## src/rtl/pool_consts.svh

```systemverilog
`ifndef POOL_CONSTS_SVH
`define POOL_CONSTS_SVH

// datapath widths
`define POOL_DATA_W     16  // one fp16 word
`define POOL_SIZE_W     8   // window size, 1 to 255

// fp16 fields
`define FP16_EXP_W      5
`define FP16_MAN_W      10
`define FP16_BIAS       15

// 11 mantissa bits, guard, round and one normalization bit
`define FP16_DIV_ITERS  14

`endif

```

## src/rtl/pool_pkg.sv

```systemverilog
`include "pool_consts.svh"

package pool_pkg;

    typedef struct packed {
        logic                   sign;
        logic [`FP16_EXP_W-1:0] exp;
        logic [`FP16_MAN_W-1:0] man;
    } fp16_t;

    typedef enum logic {
        POOL_AVG = 1'b0,
        POOL_MAX = 1'b1
    } pool_op_t;

    typedef struct packed {
        pool_op_t                op;
        logic [`POOL_SIZE_W-1:0] size;
    } pool_cmd_t;

    // op tells the host which unit answered
    typedef struct packed {
        pool_op_t op;
        fp16_t    value;
    } pool_result_t;

    typedef enum logic [1:0] {
        AVG_IDLE,
        AVG_ACCUM,
        AVG_DIVIDE,
        AVG_DONE
    } avg_state_t;

    typedef enum logic [1:0] {DIV_IDLE, DIV_RUN, DIV_ROUND} div_state_t;

endpackage

```

## src/rtl/fp16_add.sv

```systemverilog
`timescale 1ns/1ps

module fp16_add (
    input  pool_pkg::fp16_t a,
    input  pool_pkg::fp16_t b,
    output pool_pkg::fp16_t sum
);
    import pool_pkg::*;

    fp16_t             fa;
    fp16_t             fb;
    fp16_t             hi;          // larger magnitude
    fp16_t             lo;
    logic [4:0]        shift;
    logic [13:0]       hi_m;
    logic [13:0]       lo_m;
    logic [27:0]       lo_ext;
    logic [13:0]       lo_al;
    logic              sub;
    logic [14:0]       raw;
    logic [3:0]        lz;
    logic [13:0]       norm;
    logic signed [6:0] exp_n;
    logic              round_up;
    logic [11:0]       rounded;
    logic signed [6:0] exp_r;

    // subnormals flush to zero
    assign fa = (a.exp == '0) ? '0 : a;
    assign fb = (b.exp == '0) ? '0 : b;

    always_comb begin
        if ({fa.exp, fa.man} >= {fb.exp, fb.man}) begin
            hi = fa;
            lo = fb;
        end else begin
            hi = fb;
            lo = fa;
        end
    end

    // hidden bit, mantissa, then guard/round/sticky
    assign hi_m   = {hi.exp != '0, hi.man, 3'b000};
    assign lo_m   = {lo.exp != '0, lo.man, 3'b000};
    assign shift  = hi.exp - lo.exp;
    assign lo_ext = {lo_m, 14'b0} >> shift;

    always_comb begin
        if (shift > 5'd14)
            lo_al = {13'b0, |lo_m};   // only sticky survives
        else
            lo_al = {lo_ext[27:15], lo_ext[14] | (|lo_ext[13:0])};
    end

    assign sub = hi.sign ^ lo.sign;
    assign raw = sub ? {1'b0, hi_m} - {1'b0, lo_al} : {1'b0, hi_m} + {1'b0, lo_al};

    // leading zero count below the carry bit
    always_comb begin
        lz = 4'd0;
        for (int i = 0; i < 14; i++) begin
            if (raw[i])
                lz = 4'(13 - i);
        end
    end

    always_comb begin
        if (raw[14]) begin
            norm  = {raw[14:2], raw[1] | raw[0]};
            exp_n = $signed({2'b00, hi.exp}) + 7'sd1;
        end else begin
            norm  = raw[13:0] << lz;
            exp_n = $signed({2'b00, hi.exp}) - $signed({3'b000, lz});
        end
    end

    // nearest even
    assign round_up = norm[2] & (norm[1] | norm[0] | norm[3]);
    assign rounded  = {1'b0, norm[13:3]} + {11'b0, round_up};
    assign exp_r    = rounded[11] ? exp_n + 7'sd1 : exp_n;

    always_comb begin
        if (raw == '0)
            sum = '0;   // exact cancellation gives +0
        else if (exp_r <= 7'sd0)
            sum = '{sign: hi.sign, exp: '0, man: '0};
        else if (exp_r >= 7'sd31)
            sum = '{sign: hi.sign, exp: '1, man: '0};
        else
            sum = '{sign: hi.sign, exp: exp_r[4:0], man: rounded[11] ? 10'b0 : rounded[9:0]};
    end

endmodule

```

## src/rtl/fp16_div.sv

```systemverilog
`timescale 1ns/1ps
`include "pool_consts.svh"

module fp16_div (
    input  logic            clk,
    input  logic            rst,
    input  logic            start,
    input  pool_pkg::fp16_t num,
    input  pool_pkg::fp16_t den,
    output logic            done,
    output pool_pkg::fp16_t quot
);
    import pool_pkg::*;

    localparam int QW = `FP16_DIV_ITERS;

    div_state_t        state;
    logic [3:0]        iter;
    logic              q_sign;
    logic              q_zero;
    logic signed [7:0] q_exp;       // biased, before normalization
    logic [11:0]       rem;
    logic [10:0]       dmant;
    logic [QW-1:0]     qbits;

    logic [10:0]       mant;
    logic              guard;
    logic              sticky;
    logic              round_up;
    logic [11:0]       rounded;
    logic signed [7:0] exp_adj;
    logic signed [7:0] exp_fin;
    fp16_t             packed_q;

    always_ff @(posedge clk or negedge rst) begin
        if (!rst) begin
            state <= DIV_IDLE;
            iter  <= '0;
            done  <= 1'b0;
        end else begin
            done <= 1'b0;
            case (state)
                DIV_IDLE: begin
                    if (start) begin
                        iter  <= '0;
                        state <= DIV_RUN;
                    end
                end
                DIV_RUN: begin
                    iter <= iter + 4'd1;
                    if (iter == 4'(QW - 1))
                        state <= DIV_ROUND;
                end
                DIV_ROUND: begin
                    done  <= 1'b1;
                    state <= DIV_IDLE;
                end
                default: state <= DIV_IDLE;
            endcase
        end
    end

    always_ff @(posedge clk) begin
        if (state == DIV_IDLE && start) begin
            q_sign <= num.sign ^ den.sign;
            q_zero <= (num.exp == '0);
            q_exp  <= $signed({3'b000, num.exp}) - $signed({3'b000, den.exp})
                      + $signed(8'(`FP16_BIAS));
            rem    <= {1'b0, 1'b1, num.man};
            dmant  <= {1'b1, den.man};
            qbits  <= '0;
        end else if (state == DIV_RUN) begin
            // restoring step, one quotient bit per cycle
            if (rem >= {1'b0, dmant}) begin
                rem   <= (rem - {1'b0, dmant}) << 1;
                qbits <= {qbits[QW-2:0], 1'b1};
            end else begin
                rem   <= rem << 1;
                qbits <= {qbits[QW-2:0], 1'b0};
            end
        end
        if (state == DIV_ROUND)
            quot <= packed_q;
    end

    always_comb begin
        if (qbits[QW-1]) begin
            mant    = qbits[QW-1 -: 11];
            guard   = qbits[QW-12];
            sticky  = (|qbits[QW-13:0]) | (rem != '0);
            exp_adj = q_exp;
        end else begin
            mant    = qbits[QW-2 -: 11];   // quotient below 1
            guard   = qbits[QW-13];
            sticky  = qbits[QW-14] | (rem != '0);
            exp_adj = q_exp - 8'sd1;
        end
        round_up = guard & (sticky | mant[0]);
        rounded  = {1'b0, mant} + {11'b0, round_up};
        exp_fin  = rounded[11] ? exp_adj + 8'sd1 : exp_adj;

        if (q_zero || exp_fin <= 8'sd0)
            packed_q = '{sign: q_sign, exp: '0, man: '0};
        else if (exp_fin >= 8'sd31)
            packed_q = '{sign: q_sign, exp: '1, man: '0};
        else
            packed_q = '{sign: q_sign, exp: exp_fin[4:0], man: rounded[9:0]};
    end

    assert property (@(posedge clk) disable iff (!rst) start |-> den.exp != '0)
        else $error("fp16_div started with zero divisor");

    assert property (@(posedge clk) disable iff (!rst) start |-> state == DIV_IDLE)
        else $error("fp16_div restarted while running");

endmodule

```

## src/rtl/avg_pool_unit.sv

```systemverilog
`timescale 1ns/1ps
`include "pool_consts.svh"

module avg_pool_unit (
    input  logic                    clk,
    input  logic                    rst,
    input  logic                    start,
    input  logic [`POOL_SIZE_W-1:0] size,
    input  logic                    in_valid,
    input  pool_pkg::fp16_t         in_data,
    output logic                    busy,
    output logic                    result_valid,
    output pool_pkg::fp16_t         result
);
    import pool_pkg::*;

    avg_state_t              state;
    logic [`POOL_SIZE_W-1:0] remaining;
    fp16_t                   acc;
    fp16_t                   acc_next;
    fp16_t                   divisor;
    fp16_t                   size_fp;
    fp16_t                   quot;
    logic                    div_start;
    logic                    div_done;
    logic [2:0]              msb;
    logic [10:0]             size_norm;

    // window size as fp16, exact since it fits the mantissa
    always_comb begin
        msb = 3'd0;
        for (int i = 0; i < `POOL_SIZE_W; i++) begin
            if (size[i])
                msb = 3'(i);
        end
        size_norm = 11'(size) << (4'd10 - {1'b0, msb});
        size_fp   = '{sign: 1'b0, exp: 5'(`FP16_BIAS) + 5'(msb), man: size_norm[9:0]};
    end

    fp16_add add_i (
        .a   (acc),
        .b   (in_data),
        .sum (acc_next)
    );

    fp16_div div_i (
        .clk   (clk),
        .rst   (rst),
        .start (div_start),
        .num   (acc),
        .den   (divisor),
        .done  (div_done),
        .quot  (quot)
    );

    always_ff @(posedge clk or negedge rst) begin
        if (!rst) begin
            state        <= AVG_IDLE;
            remaining    <= '0;
            div_start    <= 1'b0;
            result_valid <= 1'b0;
        end else begin
            div_start    <= 1'b0;
            result_valid <= 1'b0;
            case (state)
                AVG_IDLE: begin
                    if (start) begin
                        remaining <= size;
                        state     <= AVG_ACCUM;
                    end
                end
                AVG_ACCUM: begin
                    if (in_valid) begin
                        remaining <= remaining - 1'b1;
                        if (remaining == 1) begin   // last element
                            div_start <= 1'b1;
                            state     <= AVG_DIVIDE;
                        end
                    end
                end
                AVG_DIVIDE: begin
                    if (div_done) begin
                        result_valid <= 1'b1;
                        state        <= AVG_DONE;
                    end
                end
                AVG_DONE: state <= AVG_IDLE;
                default:  state <= AVG_IDLE;
            endcase
        end
    end

    always_ff @(posedge clk) begin
        if (state == AVG_IDLE && start) begin
            acc     <= '0;
            divisor <= size_fp;
        end else if (state == AVG_ACCUM && in_valid) begin
            acc <= acc_next;
        end
        if (div_done)
            result <= quot;
    end

    assign busy = (state != AVG_IDLE);

    assert property (@(posedge clk) disable iff (!rst) in_valid |-> state == AVG_ACCUM)
        else $error("avg element outside accumulate phase");

endmodule

```

## src/rtl/max_pool_unit.sv

```systemverilog
`timescale 1ns/1ps
`include "pool_consts.svh"

module max_pool_unit (
    input  logic                    clk,
    input  logic                    rst,
    input  logic                    start,
    input  logic [`POOL_SIZE_W-1:0] size,
    input  logic                    in_valid,
    input  pool_pkg::fp16_t         in_data,
    output logic                    busy,
    output logic                    result_valid,
    output pool_pkg::fp16_t         result
);
    import pool_pkg::*;

    logic                    active;
    logic                    have_max;   // low until the first element
    logic [`POOL_SIZE_W-1:0] remaining;
    fp16_t                   cur_max;
    logic                    take;

    // unsigned key with the same order as the fp16 values
    function automatic logic [`POOL_DATA_W-1:0] order_key(fp16_t v);
        logic [`POOL_DATA_W-2:0] mag;
        mag = {v.exp, v.man};
        if (v.exp == '0)
            return {1'b1, {(`POOL_DATA_W-1){1'b0}}};   // both zeros rank as +0
        else if (v.sign)
            return {1'b0, ~mag};
        else
            return {1'b1, mag};
    endfunction

    assign take = !have_max || (order_key(in_data) > order_key(cur_max));

    always_ff @(posedge clk or negedge rst) begin
        if (!rst) begin
            active       <= 1'b0;
            have_max     <= 1'b0;
            remaining    <= '0;
            result_valid <= 1'b0;
        end else begin
            result_valid <= 1'b0;
            if (start) begin
                active    <= 1'b1;
                have_max  <= 1'b0;
                remaining <= size;
            end else if (active && in_valid) begin
                have_max  <= 1'b1;
                remaining <= remaining - 1'b1;
                if (remaining == 1) begin
                    active       <= 1'b0;
                    result_valid <= 1'b1;
                end
            end
        end
    end

    always_ff @(posedge clk) begin
        if (active && in_valid && take)
            cur_max <= in_data;
        if (active && in_valid && remaining == 1)
            result <= take ? in_data : cur_max;
    end

    assign busy = active | result_valid;

    assert property (@(posedge clk) disable iff (!rst) in_valid |-> active)
        else $error("max element with no window open");

endmodule

```

## src/rtl/pool_engine.sv

```systemverilog
`timescale 1ns/1ps

module pool_engine (
    input  logic                   clk,
    input  logic                   rst,
    input  logic                   start,
    input  pool_pkg::pool_cmd_t    cmd,
    input  logic                   in_valid,
    input  pool_pkg::fp16_t        in_data,
    output logic                   busy,
    output logic                   result_valid,
    output pool_pkg::pool_result_t result
);
    import pool_pkg::*;

    pool_op_t op_q;
    pool_op_t sel_op;
    logic     avg_start, max_start;
    logic     avg_in_valid, max_in_valid;
    logic     avg_busy, max_busy;
    logic     avg_valid, max_valid;
    fp16_t    avg_result, max_result;

    assign sel_op       = start ? cmd.op : op_q;   // latched op once running
    assign avg_start    = start && sel_op == POOL_AVG;
    assign max_start    = start && sel_op == POOL_MAX;
    assign avg_in_valid = in_valid && sel_op == POOL_AVG;
    assign max_in_valid = in_valid && sel_op == POOL_MAX;

    avg_pool_unit avg_i (
        .clk          (clk),
        .rst          (rst),
        .start        (avg_start),
        .size         (cmd.size),
        .in_valid     (avg_in_valid),
        .in_data      (in_data),
        .busy         (avg_busy),
        .result_valid (avg_valid),
        .result       (avg_result)
    );

    max_pool_unit max_i (
        .clk          (clk),
        .rst          (rst),
        .start        (max_start),
        .size         (cmd.size),
        .in_valid     (max_in_valid),
        .in_data      (in_data),
        .busy         (max_busy),
        .result_valid (max_valid),
        .result       (max_result)
    );

    always_ff @(posedge clk or negedge rst) begin
        if (!rst) begin
            op_q         <= POOL_AVG;
            result_valid <= 1'b0;
            result       <= '0;
        end else begin
            if (start)
                op_q <= cmd.op;
            result_valid <= avg_valid | max_valid;
            if (avg_valid || max_valid)
                result <= '{op: op_q, value: (op_q == POOL_MAX) ? max_result : avg_result};
        end
    end

    // held high through the registered result pulse
    assign busy = avg_busy | max_busy | result_valid;

    assert property (@(posedge clk) disable iff (!rst) start |-> !busy)
        else $error("command issued while engine busy");

endmodule

```

## config.mk

```make
export PLATFORM = sky130hd
export DESIGN_NAME = pool_engine
export DESIGN_NICKNAME = d
export VERILOG_FILES = /design/src/rtl/pool_pkg.sv /design/src/rtl/fp16_add.sv /design/src/rtl/fp16_div.sv /design/src/rtl/avg_pool_unit.sv /design/src/rtl/max_pool_unit.sv /design/src/rtl/pool_engine.sv
export VERILOG_INCLUDE_DIRS = /design/src /design/src/rtl
export SDC_FILE = /design/constraint.sdc
export NUM_CORES = 1
export LEC_CHECK = 0
export ABC_AREA = 1
export BUFFER_PORTS_ARGS = -buffer_cell sky130_fd_sc_hd__buf_2
export CAP_MARGIN = 5
export CORE_UTILIZATION = 30
export CTS_CLUSTER_SIZE = 28
export DETAILED_ROUTE_END_ITERATION = 8
export HOLD_SLACK_MARGIN = 0.06
export PLACE_DENSITY = 0.51
export SYNTH_ARGS = -nofsm -noshare
export SYNTH_HDL_FRONTEND = slang
export SYNTH_HIERARCHICAL = 1
export SYNTH_SLANG_ARGS = --single-unit
export TNS_END_PERCENT = 20
```

## constraint.sdc

```tcl
create_clock -name clk -period 11.5 [get_ports clk]
set_clock_uncertainty 0.05 [all_clocks]
set_input_delay 3.45 -clock clk [delete_from_list [all_inputs] [get_ports clk]]
set_output_delay 3.45 -clock clk [all_outputs]
set_load 0.03 [all_outputs]
```

==> impl_metrics.ini <==
[die]
coreArea_sq_um = 51300
die_w_microns = 229.8
die_height_microns = 229.8
boundaryPins = 48
initial_utilization_pct = 30.34
rows = 83
die-area_sq_um = 52810

[synth]
yosysWarnings = 6
syn_avg_cell_area_sq_um = 7.157
yosys-top-cells-count = nand2_1, inv_1, nand3_1, nor2_1, edfxtp_1
ys.flop_type = edfxtp_1
synth_area_leader_cell = edfxtp_1
yosysSeqAreaShare_pct = 32.82
synth_cells = 2175
syn_nets = 2303
synthArstFlopShare_pct = 25.93
synth_edf_count = 108
yosysTopAreaCellShare_pct = 20.83
synth_cell_types = 67
ys_seq_elements = 189
ys_top_cells_by_area = edfxtp_1, nand2_1, dfrtp_1
yosysMostFrequentCell = nand2_1
syn_area_sq_um = 15570

[cts]
cts_root_buf = clkbuf_16
clock_latency_ns = 0.44
clk_pin_slew_ns = 0.08
htreeDepth = 4
cts.path.max_buffers = 2
ctsHoldBuffers = 0
cts_sinks = 189
cts_tree = yes
cts_buffers = 17

[routing]
drtIter0Drc = 753
wl_microns = 40340
vias_per_cell = 4.668
post-route-drc-count = 0
dr.pass1.iters = 5
antenna_left = 0
wire_per_inst_microns = 13.86
vias = 13580

[place]
place_congestion = 0.8904
placed_area_sq_um = 16480
dp.cells = 2870
port_buffers = 47
hpwlAfterDp_microns = 31870

[sta]
max_freq_mhz = 93.35
timing.hold.ws_ns = 0.3669
slew_viol_final = 0
relSlewSlack_pct = 28.74
fin_crit_ns = 10.71
finalHoldViolations = 0
tightest_slew_ns = 1.068
setup_violations = 0
period_share_pct = 93.15

[job]
drv_cap = 0

[finish]
antenna_cells = 0
area_delta_synth_final_pct = 10.53
final_nets = 2345
finalInstanceArea_sq_um = 17210
drive_gt1_share_pct = 13.59
fin_cells = 2910

[critical_path]
max_stage_delay_ns = 0.46
crit_required_ns = 11.82
crit_fanout = 13
reg2reg_setup_slack_ns = 3.20
worstPathArrival_ns = 11.04
startpoint_type = input port
end_kind = flop
path_class = in -> reg
cpMostUsedCell = nand2_1
r2r_cells = 58
cp_slowest_cell = fa_1
reg2reg_from = avg_i/acc[11]
r2r_end = avg_i/acc[8]

[hold_path]
hp-class = reg -> reg
min_path_cells = 0
hold_path_startpoint = avg_i/div_i/quot[1]
hold_end = avg_i/result[1]

[global_routing]
gr-total-overflow = 0
grtUsageTotal_pct = 15.25
grt_pass1_vias = 12940
grt_antenna_before_repair = 0
grt_max_degree = 50
grt_first_pass_wirelength_microns = 65850

[status]
outcome = finished, final reports clean
==> per-layer routing <==
metal  up-vias  share of wire, %  global-route usage, %
met3        29               2.0                  1.724
met1      6221                48                  20.02
met5         -                 0                      0
met4         0               1.8                  4.180
li1       7153                 -                      -
met2       180                48                  26.31
==> sequential cells by signal, summed over array words and instances (netlist names), 8 cells and up <==
signal / cells
max_i/remaining: 8
avg_i/divisor: 15
max_i/cur_max: 16
avg_i/div_i/rem: 12
avg_i/remaining: 8
avg_i/div_i/dmant: 10
avg_i/result: 16
avg_i/div_i/quot: 16
max_i/result: 16
avg_i/div_i/qbits: 14
avg_i/acc: 16
result: 17
==> cell families (layout without fill, tap and decap cells) <==
family	count (synthesis)	count (layout)	share of synthesized area (%)
other	1	1	0.02409
XOR/XNOR	80	80	4.646
adder cells (fa/ha/maj)	99	99	8.150
multiplexers	1	1	0.06430
AND/OR/NAND/NOR	1244	1244	36.38
buffers and inverters	322	377	8.929
AO/OA/AOI/OAI	239	239	8.978
flip-flops	189	189	32.82
==> final cells by class <==
| type | count | area [sq um] |
|---|---|---|
| fill | 5573 | 34100 |
| multi-input combinational | 1664 | 9166 |
| sequential | 189 | 5110 |
| inverter | 259 | 988.4 |
| tap | 680 | 850.8 |
| timing repair buffer | 85 | 531.8 |
| clock buffer | 17 | 425.4 |
| clock inverter | 15 | 126.4 |
| timing repair inverter | 1 | 7.507 |
==> per-stage QoR <==
stage / utilization, % / setup WS [ns] / TNS [ns]
after floorplan: - / 0.5293 / 0
after detailed placement: 32.13 / -0.05583 / -0.4592
after CTS: 33.21 / 0.3536 / 0
after global routing: 33.54 / -0.04499 / -0.1178
after global placement: 32.13 / 0.1229 / 0
final: 33.54 / 0.7875 / 0
==> how the worst max path moves through the flow <==
stage / end / slack, ns / depth (start not counted) / from
6_report: avg_i/acc[8] / 0.79 / 58 / in_data[14]
5_1_grt: avg_i/acc[10] / -0.04 / 58 / in_data[14]
4_1_cts: avg_i/acc[8] / 0.35 / 59 / in_data[14]
3_5_place_dp: avg_i/acc[8] / -0.06 / 59 / in_data[14]
3_3_place_gp: avg_i/acc[9] / 0.12 / 59 / in_data[14]
2_1_floorplan: avg_i/acc[0] / 0.53 / 65 / in_data[12]
==> what timing repair did <==
| action | 4_1_cts | 5_1_grt |
|---|---|---|
| gates resized for setup | 0 | 27 |
| setup buffers | 0 | 7 |
| endpoints found under the setup margin | 0 | 15 |
==> worst max-delay path: cells and delay by family <==
family / cells / cell delay, ns
AND/OR/NAND/NOR: 32 / 3.34
adder cells (fa/ha/maj): 5 / 1.41
AO/OA/AOI/OAI: 10 / 1.37
buffers and inverters: 8 / 0.84
XOR/XNOR: 3 / 0.59
==> layout by cell type, fill, tap and decap left out, types with 16 or more instances in the layout <==
cell / instances
inv_2: 17
o21ai_1: 16
o22ai_1: 18
a21oi_1: 69
nand3_1: 217
nand2_1: 679
nand2_2: 48
nand4_1: 26
dfxtp_1: 32
buf_2: 47
buf_4: 35
nor2_2: 33
xor2_1: 58
ha_1: 91
nand3_2: 16
edfxtp_1: 108
nor2_1: 156
dfrtp_1: 49
xnor2_1: 17
clkbuf_16: 17
o21ai_0: 81
inv_1: 236
Power is left out: the tool's default activity adds up to more than one toggle a clock period on the data nets, which glitch-free logic cannot reach.
